**src/common/adc_acq_defs.svh**
```systemverilog
`ifndef ADC_ACQ_DEFS_SVH
`define ADC_ACQ_DEFS_SVH

////////////////////////////////////////
// sample and buffer geometry
////////////////////////////////////////

`define SAMPLE_W          12              // one adc sample
`define ENTRY_W           26              // two samples plus two over-range bits
`define CBUF_AW           10              // 1024 entry circular buffer
`define TFIFO_AW          3               // 8 trigger addresses in flight

////////////////////////////////////////
// output word format
////////////////////////////////////////

`define ENTRIES_PER_WORD  4               // entries packed into one data word
`define OUT_W             132             // tag plus payload
`define TAG_W             4
`define PAYLOAD_W         128

// word tags, top nibble of out_data
`define TAG_HDR           4'd1
`define TAG_DAT           4'd2
`define TAG_CSUM          4'd3

// credits held after reset
`define OUT_CREDITS       4

`endif

```
**src/common/adc_acq_pkg.sv**
```systemverilog
`default_nettype none

`include "adc_acq_defs.svh"

package adc_acq_pkg;

    ////////////////////////////////////////
    // buffer side types
    ////////////////////////////////////////

    // bit 0 ovr a, 12:1 sample a, 13 ovr b, 25:14 sample b
    typedef logic [`ENTRY_W-1:0] entry_t;

    typedef logic [`CBUF_AW-1:0] cbuf_addr_t;    // wraps modulo buffer depth

    ////////////////////////////////////////
    // output side types
    ////////////////////////////////////////

    // 131:128 tag, 127:0 payload
    typedef logic [`OUT_W-1:0] out_word_t;

    // which word readout asks the assembler for
    typedef enum logic [1:0] {
        WK_HDR,     // waveform header
        WK_DAT,     // four buffer entries
        WK_CSUM     // xor of the data payloads
    } word_kind_e;

endpackage

`default_nettype wire

```
**src/verilog/trig_addr_fifo.sv**
```systemverilog
`timescale 1ns/1ps
`default_nettype none

`include "adc_acq_defs.svh"

module trig_addr_fifo import adc_acq_pkg::*; (
    input  wire             adc_clk,
    input  wire             rst_n,
    input  wire             push,
    input  wire cbuf_addr_t push_data,
    input  wire             pop,
    output cbuf_addr_t      head,       // first word falls through
    output logic            empty,
    output logic            full
);

    localparam int DEPTH = 1 << `TFIFO_AW;

    cbuf_addr_t         mem [0:DEPTH-1];
    logic [`TFIFO_AW:0] wr_ptr;         // extra msb tells full from empty
    logic [`TFIFO_AW:0] rd_ptr;

    assign empty = (wr_ptr == rd_ptr);
    assign full  = (wr_ptr[`TFIFO_AW] != rd_ptr[`TFIFO_AW]) &&
                   (wr_ptr[`TFIFO_AW-1:0] == rd_ptr[`TFIFO_AW-1:0]);

    assign head = mem[rd_ptr[`TFIFO_AW-1:0]];

    ////////////////////////////////////////
    // storage
    ////////////////////////////////////////

    always_ff @(posedge adc_clk) begin
        if (push && !full)
            mem[wr_ptr[`TFIFO_AW-1:0]] <= push_data;   // push on full is lost
    end

    always_ff @(posedge adc_clk or negedge rst_n) begin
        if (!rst_n) begin
            wr_ptr <= '0;
            rd_ptr <= '0;
        end else begin
            if (push && !full)
                wr_ptr <= wr_ptr + 1'b1;
            if (pop)
                rd_ptr <= rd_ptr + 1'b1;
        end
    end

    // readout has to look at empty before popping
    a_no_pop_empty : assert property (
        @(posedge adc_clk) disable iff (!rst_n)
        pop |-> !empty
    );

endmodule

`default_nettype wire

```
**config.mk**
```make
export PLATFORM = sky130hd
export DESIGN_NAME = trig_addr_fifo
export DESIGN_NICKNAME = d
export VERILOG_FILES = /design/src/common/adc_acq_pkg.sv /design/src/verilog/trig_addr_fifo.sv
export VERILOG_INCLUDE_DIRS = /design/src /design/src/common
export SDC_FILE = /design/constraint.sdc
export NUM_CORES = 1
export LEC_CHECK = 0
export ABC_CLOCK_PERIOD_IN_PS = 3450
export BUFFER_PORTS_ARGS = -buffer_cell sky130_fd_sc_hd__buf_2
export CORE_MARGIN = 2
export CORE_UTILIZATION = 45
export CTS_CLUSTER_SIZE = 25
export DETAILED_ROUTE_END_ITERATION = 8
export GPL_TIMING_DRIVEN = 0
export PLACE_DENSITY = 0.6
export SLEW_MARGIN = 10
export SYNTH_ARGS = -nofsm -noshare
export SYNTH_HDL_FRONTEND = slang
export SYNTH_SLANG_ARGS = --single-unit
```
**constraint.sdc**
```tcl
create_clock -name adc_clk -period 3.45 [get_ports adc_clk]
set_clock_uncertainty 0.1 [all_clocks]
set_input_delay 0.1725 -clock adc_clk [delete_from_list [all_inputs] [get_ports adc_clk]]
set_output_delay 0.1725 -clock adc_clk [all_outputs]
set_load 0.01 [all_outputs]
```
=== Word level (Yosys, flattened, before mapping) ===
Memories as Yosys holds them, arrays and structs flattened.
Cells that the tools add are included.

* Bits in registers: 8
* Memory bits (writable): 80
* Output and inout bits: 12
* Logic and storage cells: 13
* Memories: 1

{| class="wikitable"
|+ Memories
! name !! words !! width !! rd ports !! clocked after memory_dff !! wr ports !! RTL line !! text
|-
| mem || 8 || 10 || 1 || 0 || 1 || trig_addr_fifo.sv:19 || <nowiki>cbuf_addr_t mem [0:DEPTH-1];</nowiki>
|}

* Add/subtract/negate cells: 2
* Eq/ne operators: 3
* Mux-type cells: 2
* Reduce and logical (&&, ||, !) cells: 3

{| class="wikitable"
|+ Operators with widths
! cell !! number
|-
| adder 4 x 1 -> 4 bit (second input constant) || 2
|-
| == test 4 bit || 1
|-
| == test 3 bit || 1
|-
| logical AND 1 bit || 2
|-
| 2-to-1 mux 1 bit || 2
|-
| zero test 1 bit || 1
|-
| inequality test 1 bit || 1
|}

=== Depth between registers and ports, before layout ===
Gate-level depths: netlist of the first run.

* Depth in word-level cells: 6
* Gate-level depth with buffers: 4
* Depth with buffers taken out: 4

=== Worst setup path after synthesis of the first run ===
Ideal clock, no wire load.

* Kind: flip-flop to flip-flop
* Start: register rd_ptr[3]
* End: memory mem[0][0] (netlist bit) (enable)
* Data arrival time: 2.100 ns
* Slack: 0.847 ns
* Cell stages (with the launch flop): 4
* Clock period less this slack: 2.603 ns
* Cells stage by stage: dfrtp_1 > xnor2_1 > nor4_2 > nor4_1

* Longest elaborated chain between the ends: 6

{| class="wikitable"
|+ Ends and longest elaborated chain
! item !! RTL line !! text
|-
| start: declaration || trig_addr_fifo.sv:21 || <nowiki>logic [`TFIFO_AW:0] rd_ptr;</nowiki>
|-
| start signal: assignment || trig_addr_fifo.sv:46 || <nowiki>rd_ptr <= rd_ptr + 1'b1;</nowiki>
|-
| inequality test 1 bit || trig_addr_fifo.sv:24 || <nowiki>assign full = (wr_ptr[`TFIFO_AW] != rd_ptr[`TFIFO_AW]) &&</nowiki>
|-
| logical AND 1 bit || trig_addr_fifo.sv:24 ||
|-
| named net full || trig_addr_fifo.sv:14 || <nowiki>output logic full</nowiki>
|-
| zero test 1 bit || trig_addr_fifo.sv:34 || <nowiki>if (push && !full)</nowiki>
|-
| logical AND 1 bit || trig_addr_fifo.sv:34 ||
|-
| 2-to-1 mux 1 bit || trig_addr_fifo.sv:34 ||
|-
| 2-to-1 mux 1 bit || trig_addr_fifo.sv:35 || <nowiki>mem[wr_ptr[`TFIFO_AW-1:0]] <= push_data;</nowiki>
|-
| end: declaration || trig_addr_fifo.sv:19 ||
|}

The timed path passes the listed nets, and every way through them passes these cells.

=== Worst setup path after layout of the first run ===
* Start: register wr_ptr[2]
* End: memory mem[7][5] (netlist bit) (enable)

* Longest elaborated chain between the ends: 6

{| class="wikitable"
|+ Ends and longest elaborated chain
! item !! RTL line !! text
|-
| start: declaration || trig_addr_fifo.sv:20 || <nowiki>logic [`TFIFO_AW:0] wr_ptr;</nowiki>
|-
| start signal: assignment || trig_addr_fifo.sv:44 || <nowiki>wr_ptr <= wr_ptr + 1'b1;</nowiki>
|-
| == test 3 bit || trig_addr_fifo.sv:25 || <nowiki>(wr_ptr[`TFIFO_AW-1:0] == rd_ptr[`TFIFO_AW-1:0]);</nowiki>
|-
| logical AND 1 bit || trig_addr_fifo.sv:24 ||
|-
| zero test 1 bit || trig_addr_fifo.sv:34 ||
|-
| logical AND 1 bit || trig_addr_fifo.sv:34 ||
|-
| 2-to-1 mux 1 bit || trig_addr_fifo.sv:34 ||
|-
| 2-to-1 mux 1 bit || trig_addr_fifo.sv:35 ||
|}

Several ways; a longest one is shown, not always the timed one.

==> results of run 1 <==
through the flow:
stage / cells / cell area (µm²) / utilization, %
2_1_floorplan: 164 / 3640 / -
3_3_place_gp: 291 / 3890 / 50.1
3_5_place_dp: 297 / 3980 / 51.2
4_1_cts: 325 / 4270 / 55.0
5_1_grt: 325 / 4270 / 55.0
6_report: 325 / 4270 / 55.0
power groups by stage:
stage | Combinational [µW] | Sequential, µW | Clock [µW]
2_1_floorplan | 951 | 1450 | 0
3_3_place_gp | 1270 | 1480 | 0
3_5_place_dp | 1350 | 1490 | 0
4_1_cts | 1370 | 1460 | 626
5_1_grt | 1460 | 1480 | 670
6_report | 1340 | 1460 | 611
layout make-up:
class                           instances  area share [%]
Tap cell                              102            2.99
Clock inverter                          7            1.14
Buffer                                  8            1.61
Sequential cell                        88            60.9
Timing Repair Buffer                   43            6.88
Clock buffer                            9            2.90
Multi-Input combinational cell         68            23.5
worst reg2reg max path, delay by kind of cell (launching register included):
kind                   cells  cell delay (ns)
flip-flops                 1             0.37
AO/OA/AOI/OAI              1             0.21
AND/OR/NAND/NOR            1             0.88
buffers and inverters      1             0.25
XOR/XNOR                   1             0.40
placed cells by master (no fill, tap or decap), types with 3 or more instances in the layout:
cell type and instances:
buf_2 28, buf_4 5, clkbuf_8 9, clkinvlp_4 4, dfrtp_1 8, dlygate4sd3_1 12, edfxtp_1 80, mux2_2 11
mux4_1 16, mux4_2 4, nand2_1 3, nor3_2 4, nor4_2 3, xnor2_1 5
flip-flops by register name, summed over array words and instances, names as in the netlist:
signal / flops
mem: 80
rd_ptr: 4
wr_ptr: 4
what timing repair did:
item	CTS	global route
hold buffers	12	0
setup endpoints to repair	0	0
endpoints found under the hold margin	83	0
logic make-up (layout without fill, tap and decap cells):
logic type               count (synthesis)  count (layout)
XOR/XNOR                                 9               9
buffers and inverters                    8              67
multiplexers                            32              32
adder cells (fa/ha/maj)                  2               2
AND/OR/NAND/NOR                         20              20
flip-flops                              88              88
AO/OA/AOI/OAI                            5               5
worst paths after layout:
check / to / slack (ns) / from
max in group asynchronous: wr_ptr[1] / 3.00 / rst_n
min in group asynchronous: rd_ptr[1] / 0.08 / rst_n
max reg2reg: mem[7][5] / 0.85 / wr_ptr[2]
max: mem[7][5] / 0.85 / wr_ptr[2]
min reg2reg: rd_ptr[3] / 0.42 / rd_ptr[3]
min: wr_ptr[0] / 0.04 / push
metal layers:
layer	wire (µm)	up-vias
met4	62	0
met3	268	5
met2	3440	41
met5	0	-
met1	2890	911
li1	-	805
cell usage after synthesis, drive strengths merged:
cell / instances / area [µm²]
and2: 1 / 6.26
buf: 6 / 61.3
clkbuf: 2 / 7.51
dfrtp: 8 / 200
edfxtp: 80 / 2400
ha: 2 / 25.0
mux2: 12 / 135
mux4: 20 / 510
nand2: 3 / 11.3
nand2b: 1 / 6.26
nand3: 1 / 5.00
nand3b: 1 / 7.51
nand4: 2 / 12.5
nor2: 2 / 7.51
nor3: 4 / 20.0
nor4: 3 / 25.0
nor4b: 2 / 17.5
o31a: 1 / 8.76
o31ai: 1 / 7.51
o41ai: 3 / 52.6
xnor2: 5 / 43.8
xor2: 4 / 68.8
==> key figures, run 1 <==
Placement
  • RD Place Congestion: between 0.7 and 0.8
  • # port buffers: 25
  • Setup WS pre-CTS: 0.727 ns
  • DP HPWL: 4340 µm

Clock tree
  • Clk_lat worst skew: 0.35 ns
  • Post-CTS Setup Bufs: 0
  • Clk root buf: clkbuf_8
  • Htree depth: 3
  • CTS Buf Count: 9
  • CTS sink count: between 80 and 90
  • CTS max path bufs: 2
  • CTS tree: done
  • Resize count post-CTS: 0
  • CTS clk-pin slew, worst paths: 0.09 ns

Global routing
  • GRT Max-Usage Layer: met2
  • Grt met2 use: between 20% and 30%
  • Pin count of the biggest net entering global routing: 16
  • First-pass GRT wire length: 10,300 µm
  • Tot GR Track Use: around 17%
  • Initial antenna violation count: 0
  • Grt ovf: 0
  • M3 GR Usage: approximately 3.4%
  • Met1 usage: a little over a fifth
  • Vias in the first global route: between 1,500 and 2,000

STA
  • Slew @ Worst Pin: around 1.1 ns
  • Fmax: 0.384 GHz
  • TNS Setup: 0 ns
  • RSZ-0062 raised after global routing: no
  • Final hold viol count: 0
  • Tightest hold margin: between 0.03 and 0.04 ns
  • Final Critical Period: 2.60 ns
  • Final setup violation count: 0
  • Final worst slack: roughly 0.85 ns
  • Final Max Slew Viols: 0
  • Relative slew slack: 24.8%
  • Tcrit/Tclk final: 75.4%

Logic synthesis
  • Ys Warns: 0
  • Count of different cell masters after synthesis: 32
  • Post-Synth Adder-Cell Area: less than 1%
  • Xor/xnor share of the synthesized area: slightly above 3%
  • Post-Synthesis Cell Area: between 3000 and 4000 µm²
  • Largest family of logic cells by synthesized area: multiplexers
  • Syn_nets: 180
  • Mean post-synth cell area: roughly 22 µm²
  • Yosys reg bits: between 80 and 90
  • Mux contribution to synthesized area: ~18%
  • Syn Inst Count: ~160
  • Simple-gate share of the synthesized area: under 10%
  • Synth Area in Compound Gates: approximately 1.9%
  • Seq/Total Area, Yosys: about 71%

Cells and area
  • Area grow syn2layout: 17.3%
  • Layout net count: 234
  • Antenna cells: 0
  • Fraction of layout instances using a drive strength above 1: 36.3%
  • Register area: about 2600 µm²
  • Multi-input gate area: ~1000 µm²
  • Layout fillers: approximately 630

Flow run
  • Maxcap violations: 0

Run status
  • Run status: finished clean

Setup path
  • Worst R2R Path Depth: 4
  • CP cell instances: buf_2, xor2_2, o41ai_2, nor2_1
  • Worst path max stage delay: 0.88 ns
  • WS Path Type: flop to flop
  • Critical path depth in cells: 4
  • Worst EP required: 3.32 ns
  • CP Launch Type: flop
  • Family with the most delay on the worst path: simple AND/OR/NAND/NOR gates
  • CP endpoint kind: flop
  • WP buf/inv: 1
  • Crit-path slowest cell: nor2_1
  • Maximum fanout along the worst path: 10
  • CP arrival: ~2.5 ns

Power and ir drop
  • Pleak: between 0.001 and 0.0015 µW
  • Internal: approximately 2300 µW
  • Peak supply drop: 298 µV
  • Logic pwr share: 39.3%
  • Switching part of the total power: between 30% and 40%
  • Tot Pwr: about 3400 µW
  • Psw: between 1000 and 1500 µW
  • Clock share of power: between 10% and 20%
  • Cell Pwr Density: about 800 nW/µm²
  • Seq pwr share: about 43%

Detailed routing
  • DR vias: 1,762
  • DRT iter0 DRCs: 126
  • Via density per instance: about 5.4
  • Post-DR wirelength/cell: roughly 20 µm
  • Post-DRT Antenna Nets: 0
  • Final WL: roughly 6700 µm
  • Pre-Repair DR Iteration Count: 4
  • DRC violations left: 0

Die
  • Core area: 7770 µm²
  • Die Span Y: 94.0 µm
  • Row Count: 32
  • DIE WIDTH: about 94 µm
  • Ports: 26
  • Starting Density: 46.9%
  • Die Area: approximately 8800 µm²

Hold path
  • Hold crit path type: input pin to flop
  • Worst hold path depth: 3
Power figures use the tool's default switching activity.
==> inputs of run 2 (changes only) <==
--- a/config.mk
+++ b/config.mk
@@ -6,7 +6,7 @@
 export SDC_FILE = /design/constraint.sdc
 export NUM_CORES = 1
 export LEC_CHECK = 0
-export ABC_CLOCK_PERIOD_IN_PS = 3450
+export ABC_CLOCK_PERIOD_IN_PS = 2600
 export BUFFER_PORTS_ARGS = -buffer_cell sky130_fd_sc_hd__buf_2
 export CORE_MARGIN = 2
 export CORE_UTILIZATION = 45
==> constraint.sdc (replaced) <==
create_clock -name adc_clk -period 2.6 [get_ports adc_clk]
set_clock_uncertainty 0.1 [all_clocks]
set_input_delay 0.13 -clock adc_clk [delete_from_list [all_inputs] [get_ports adc_clk]]
set_output_delay 0.13 -clock adc_clk [all_outputs]
set_load 0.01 [all_outputs]
==> run 2 against run 1 <==
  * Count of clock-buffer cells in the layout is the same
  * Worst hold slack gained 0.0042 ns
  * Via count grew 1.3%
  * Routed wire length grew 1.1%
  * Fmax grew 0.84%
  * Largest power group unchanged
==> key figures, run 2 (synthesis gave the netlist of run 1 again) <==
Cells and area
  • Most frequent cells in the layout: edfxtp_1, buf_2, mux4_1
  • Area grow syn2layout: 18.1%
  • Non-filler cells, final: about 330
  • Commonest non-fill, non-tap cell in the layout: edfxtp_1
  • Layout fillers: ~630
  • Layout net count: between 200 and 250
  • Register area: between 2000 and 3000 µm²
  • Fraction of layout instances using a drive strength above 1: between 30% and 40%
  • Max reg flops: 80
  • Design area: about 4300 µm²
  • Antenna cells: 0
  • Multi-input gate area: ~1000 µm²

Die
  • Ports: 26
  • Die Area: just under 9000 µm²
  • Core area: just under 8000 µm²
  • Starting Density: a little under half
  • Row Count: 32
  • Die Span Y: 94.0 µm
  • DIE WIDTH: approximately 94 µm

Global routing
  • Grt ovf: 0
  • First-pass GRT wire length: a little over 10,000 µm
  • Tot GR Track Use: 16.5%
  • Initial antenna violation count: 0
  • Vias in the first global route: between 1,500 and 2,000
  • Pin count of the biggest net entering global routing: 16

STA
  • Final setup violation count: 0
  • Final hold viol count: 0
  • Tcrit/Tclk final: just under 100%
  • Fmax: 0.388 GHz
  • Slew @ Worst Pin: between 0.9 and 1 ns
  • RSZ-0062 raised after global routing: yes
  • Relative slew slack: about 37%
  • Final Max Slew Viols: 0
  • Final Critical Period: about 2.6 ns

Setup path
  • Worst R2R Setup Slack: 0.02 ns
  • CP arrival: 2.59 ns
  • Maximum fanout along the worst path: 9
  • Reg-to-Reg Start: wr_ptr[0]
  • CP Launch Type: flop
  • Worst EP required: between 2 and 3 ns
  • Worst R2R Path Depth: 5
  • WS Path Type: flop to flop
  • Reg-to-reg endpoint: mem[1][3]
  • CP endpoint kind: flop

Placement
  • RD Place Congestion: 0.742
  • Post-Place Cells: between 200 and 300
  • DP HPWL: about 4300 µm
  • # port buffers: 25
  • Placed Area: 3980 µm²

Detailed routing
  • Final WL: between 6000 and 7000 µm
  • DRT iter0 DRCs: 117
  • Pre-Repair DR Iteration Count: 4
  • Post-DR wirelength/cell: ~21 µm
  • Post-DRT Antenna Nets: 0
  • Via density per instance: around 5.5
  • DR vias: 1,785
  • DRC violations left: 0

Clock tree
  • Clk_lat worst skew: 0.35 ns
  • Htree depth: 3
  • CTS max path bufs: 2
  • CTS Buf Count: 9
  • CTS tree: done
  • Post-CTS Setup Bufs: 0
  • CTS sink count: 88
  • Clk root buf: clkbuf_8
  • CTS clk-pin slew, worst paths: 0.09 ns

Run status
  • Run status: finished clean

Power and ir drop
  • Peak supply drop: approximately 400 µV
  • Cell Pwr Density: between 1000 and 1500 nW/µm²
  • Pleak: 0.00147 µW

Hold path
  • Hold crit path type: input pin to async pin

Flow run
  • Maxcap violations: 0
run 2: area by class of cell:
type	count	share of cell area (%)
Multi-Input combinational cell	68	23.8
Timing Repair Buffer	44	7.07
Clock inverter	7	1.13
Tap cell	102	2.97
Clock buffer	9	2.88
Sequential cell	88	60.5
Buffer	8	1.63
run 2: critical path: stages, from the launching register on:
cell,delay [ns]
dfrtp_1,0.36
buf_2,0.32
xor2_4,0.18
nor4_2,0.85
nor3_2,0.27
buf_4,0.26
run 2: report_power, final:
group | total (µW) | internal (µW) | switching (µW)
sequential | 1930 | 1820 | 118
clock | 811 | 344 | 467
combinational | 1820 | 839 | 980
run 2: repair_timing:
action / 4_1_cts / 5_1_grt
hold endpoints to repair: 93 / 0
hold buffers: 13 / 0
cloned: 0 / 0
resized for setup: 2 / 4
setup endpoints to repair: 20 / 17
run 2: how the worst max path moves through the flow:
| stage | startpoint | endpoint | slack (ns) | cells after the start |
|---|---|---|---|---|
| floorplan | rd_ptr[3] | mem[0][0] | -0.003 | 3 |
| global placement | rd_ptr[3] | mem[0][2] | -0.92 | 3 |
| detailed placement | wr_ptr[2] | mem[5][7] | -0.12 | 4 |
| CTS | wr_ptr[2] | mem[0][8] | 0.02 | 5 |
| global route | wr_ptr[0] | mem[1][6] | -0.07 | 5 |
| finish | wr_ptr[0] | mem[1][3] | 0.02 | 5 |
run 2: metrics by stage:
stage	util (%)	setup TNS [ns]	hold WS (ns)	power, µW	setup WS (ns)
after floorplan	-	-0.0640	-0.266	3190	-0.00320
after global placement	50.1	-37.44	-0.122	3640	-0.916
after detailed placement	51.2	-1.82	-0.117	3770	-0.123
after CTS	55.2	0	0.0381	4600	0.0188
after global routing	55.4	-0.458	0.0578	4830	-0.0712
final	55.4	0	0.0395	4560	0.0203
run 2: routing by layer:
metal	vias to the layer above	part of all wire [%]	track usage, %	wire [µm]
li1	805	-	-	-
met1	929	43	21.4	2910
met2	43	52	27.5	3480
met3	8	3.9	3.37	260
met4	0	1.2	6.16	80
met5	-	0	0	0
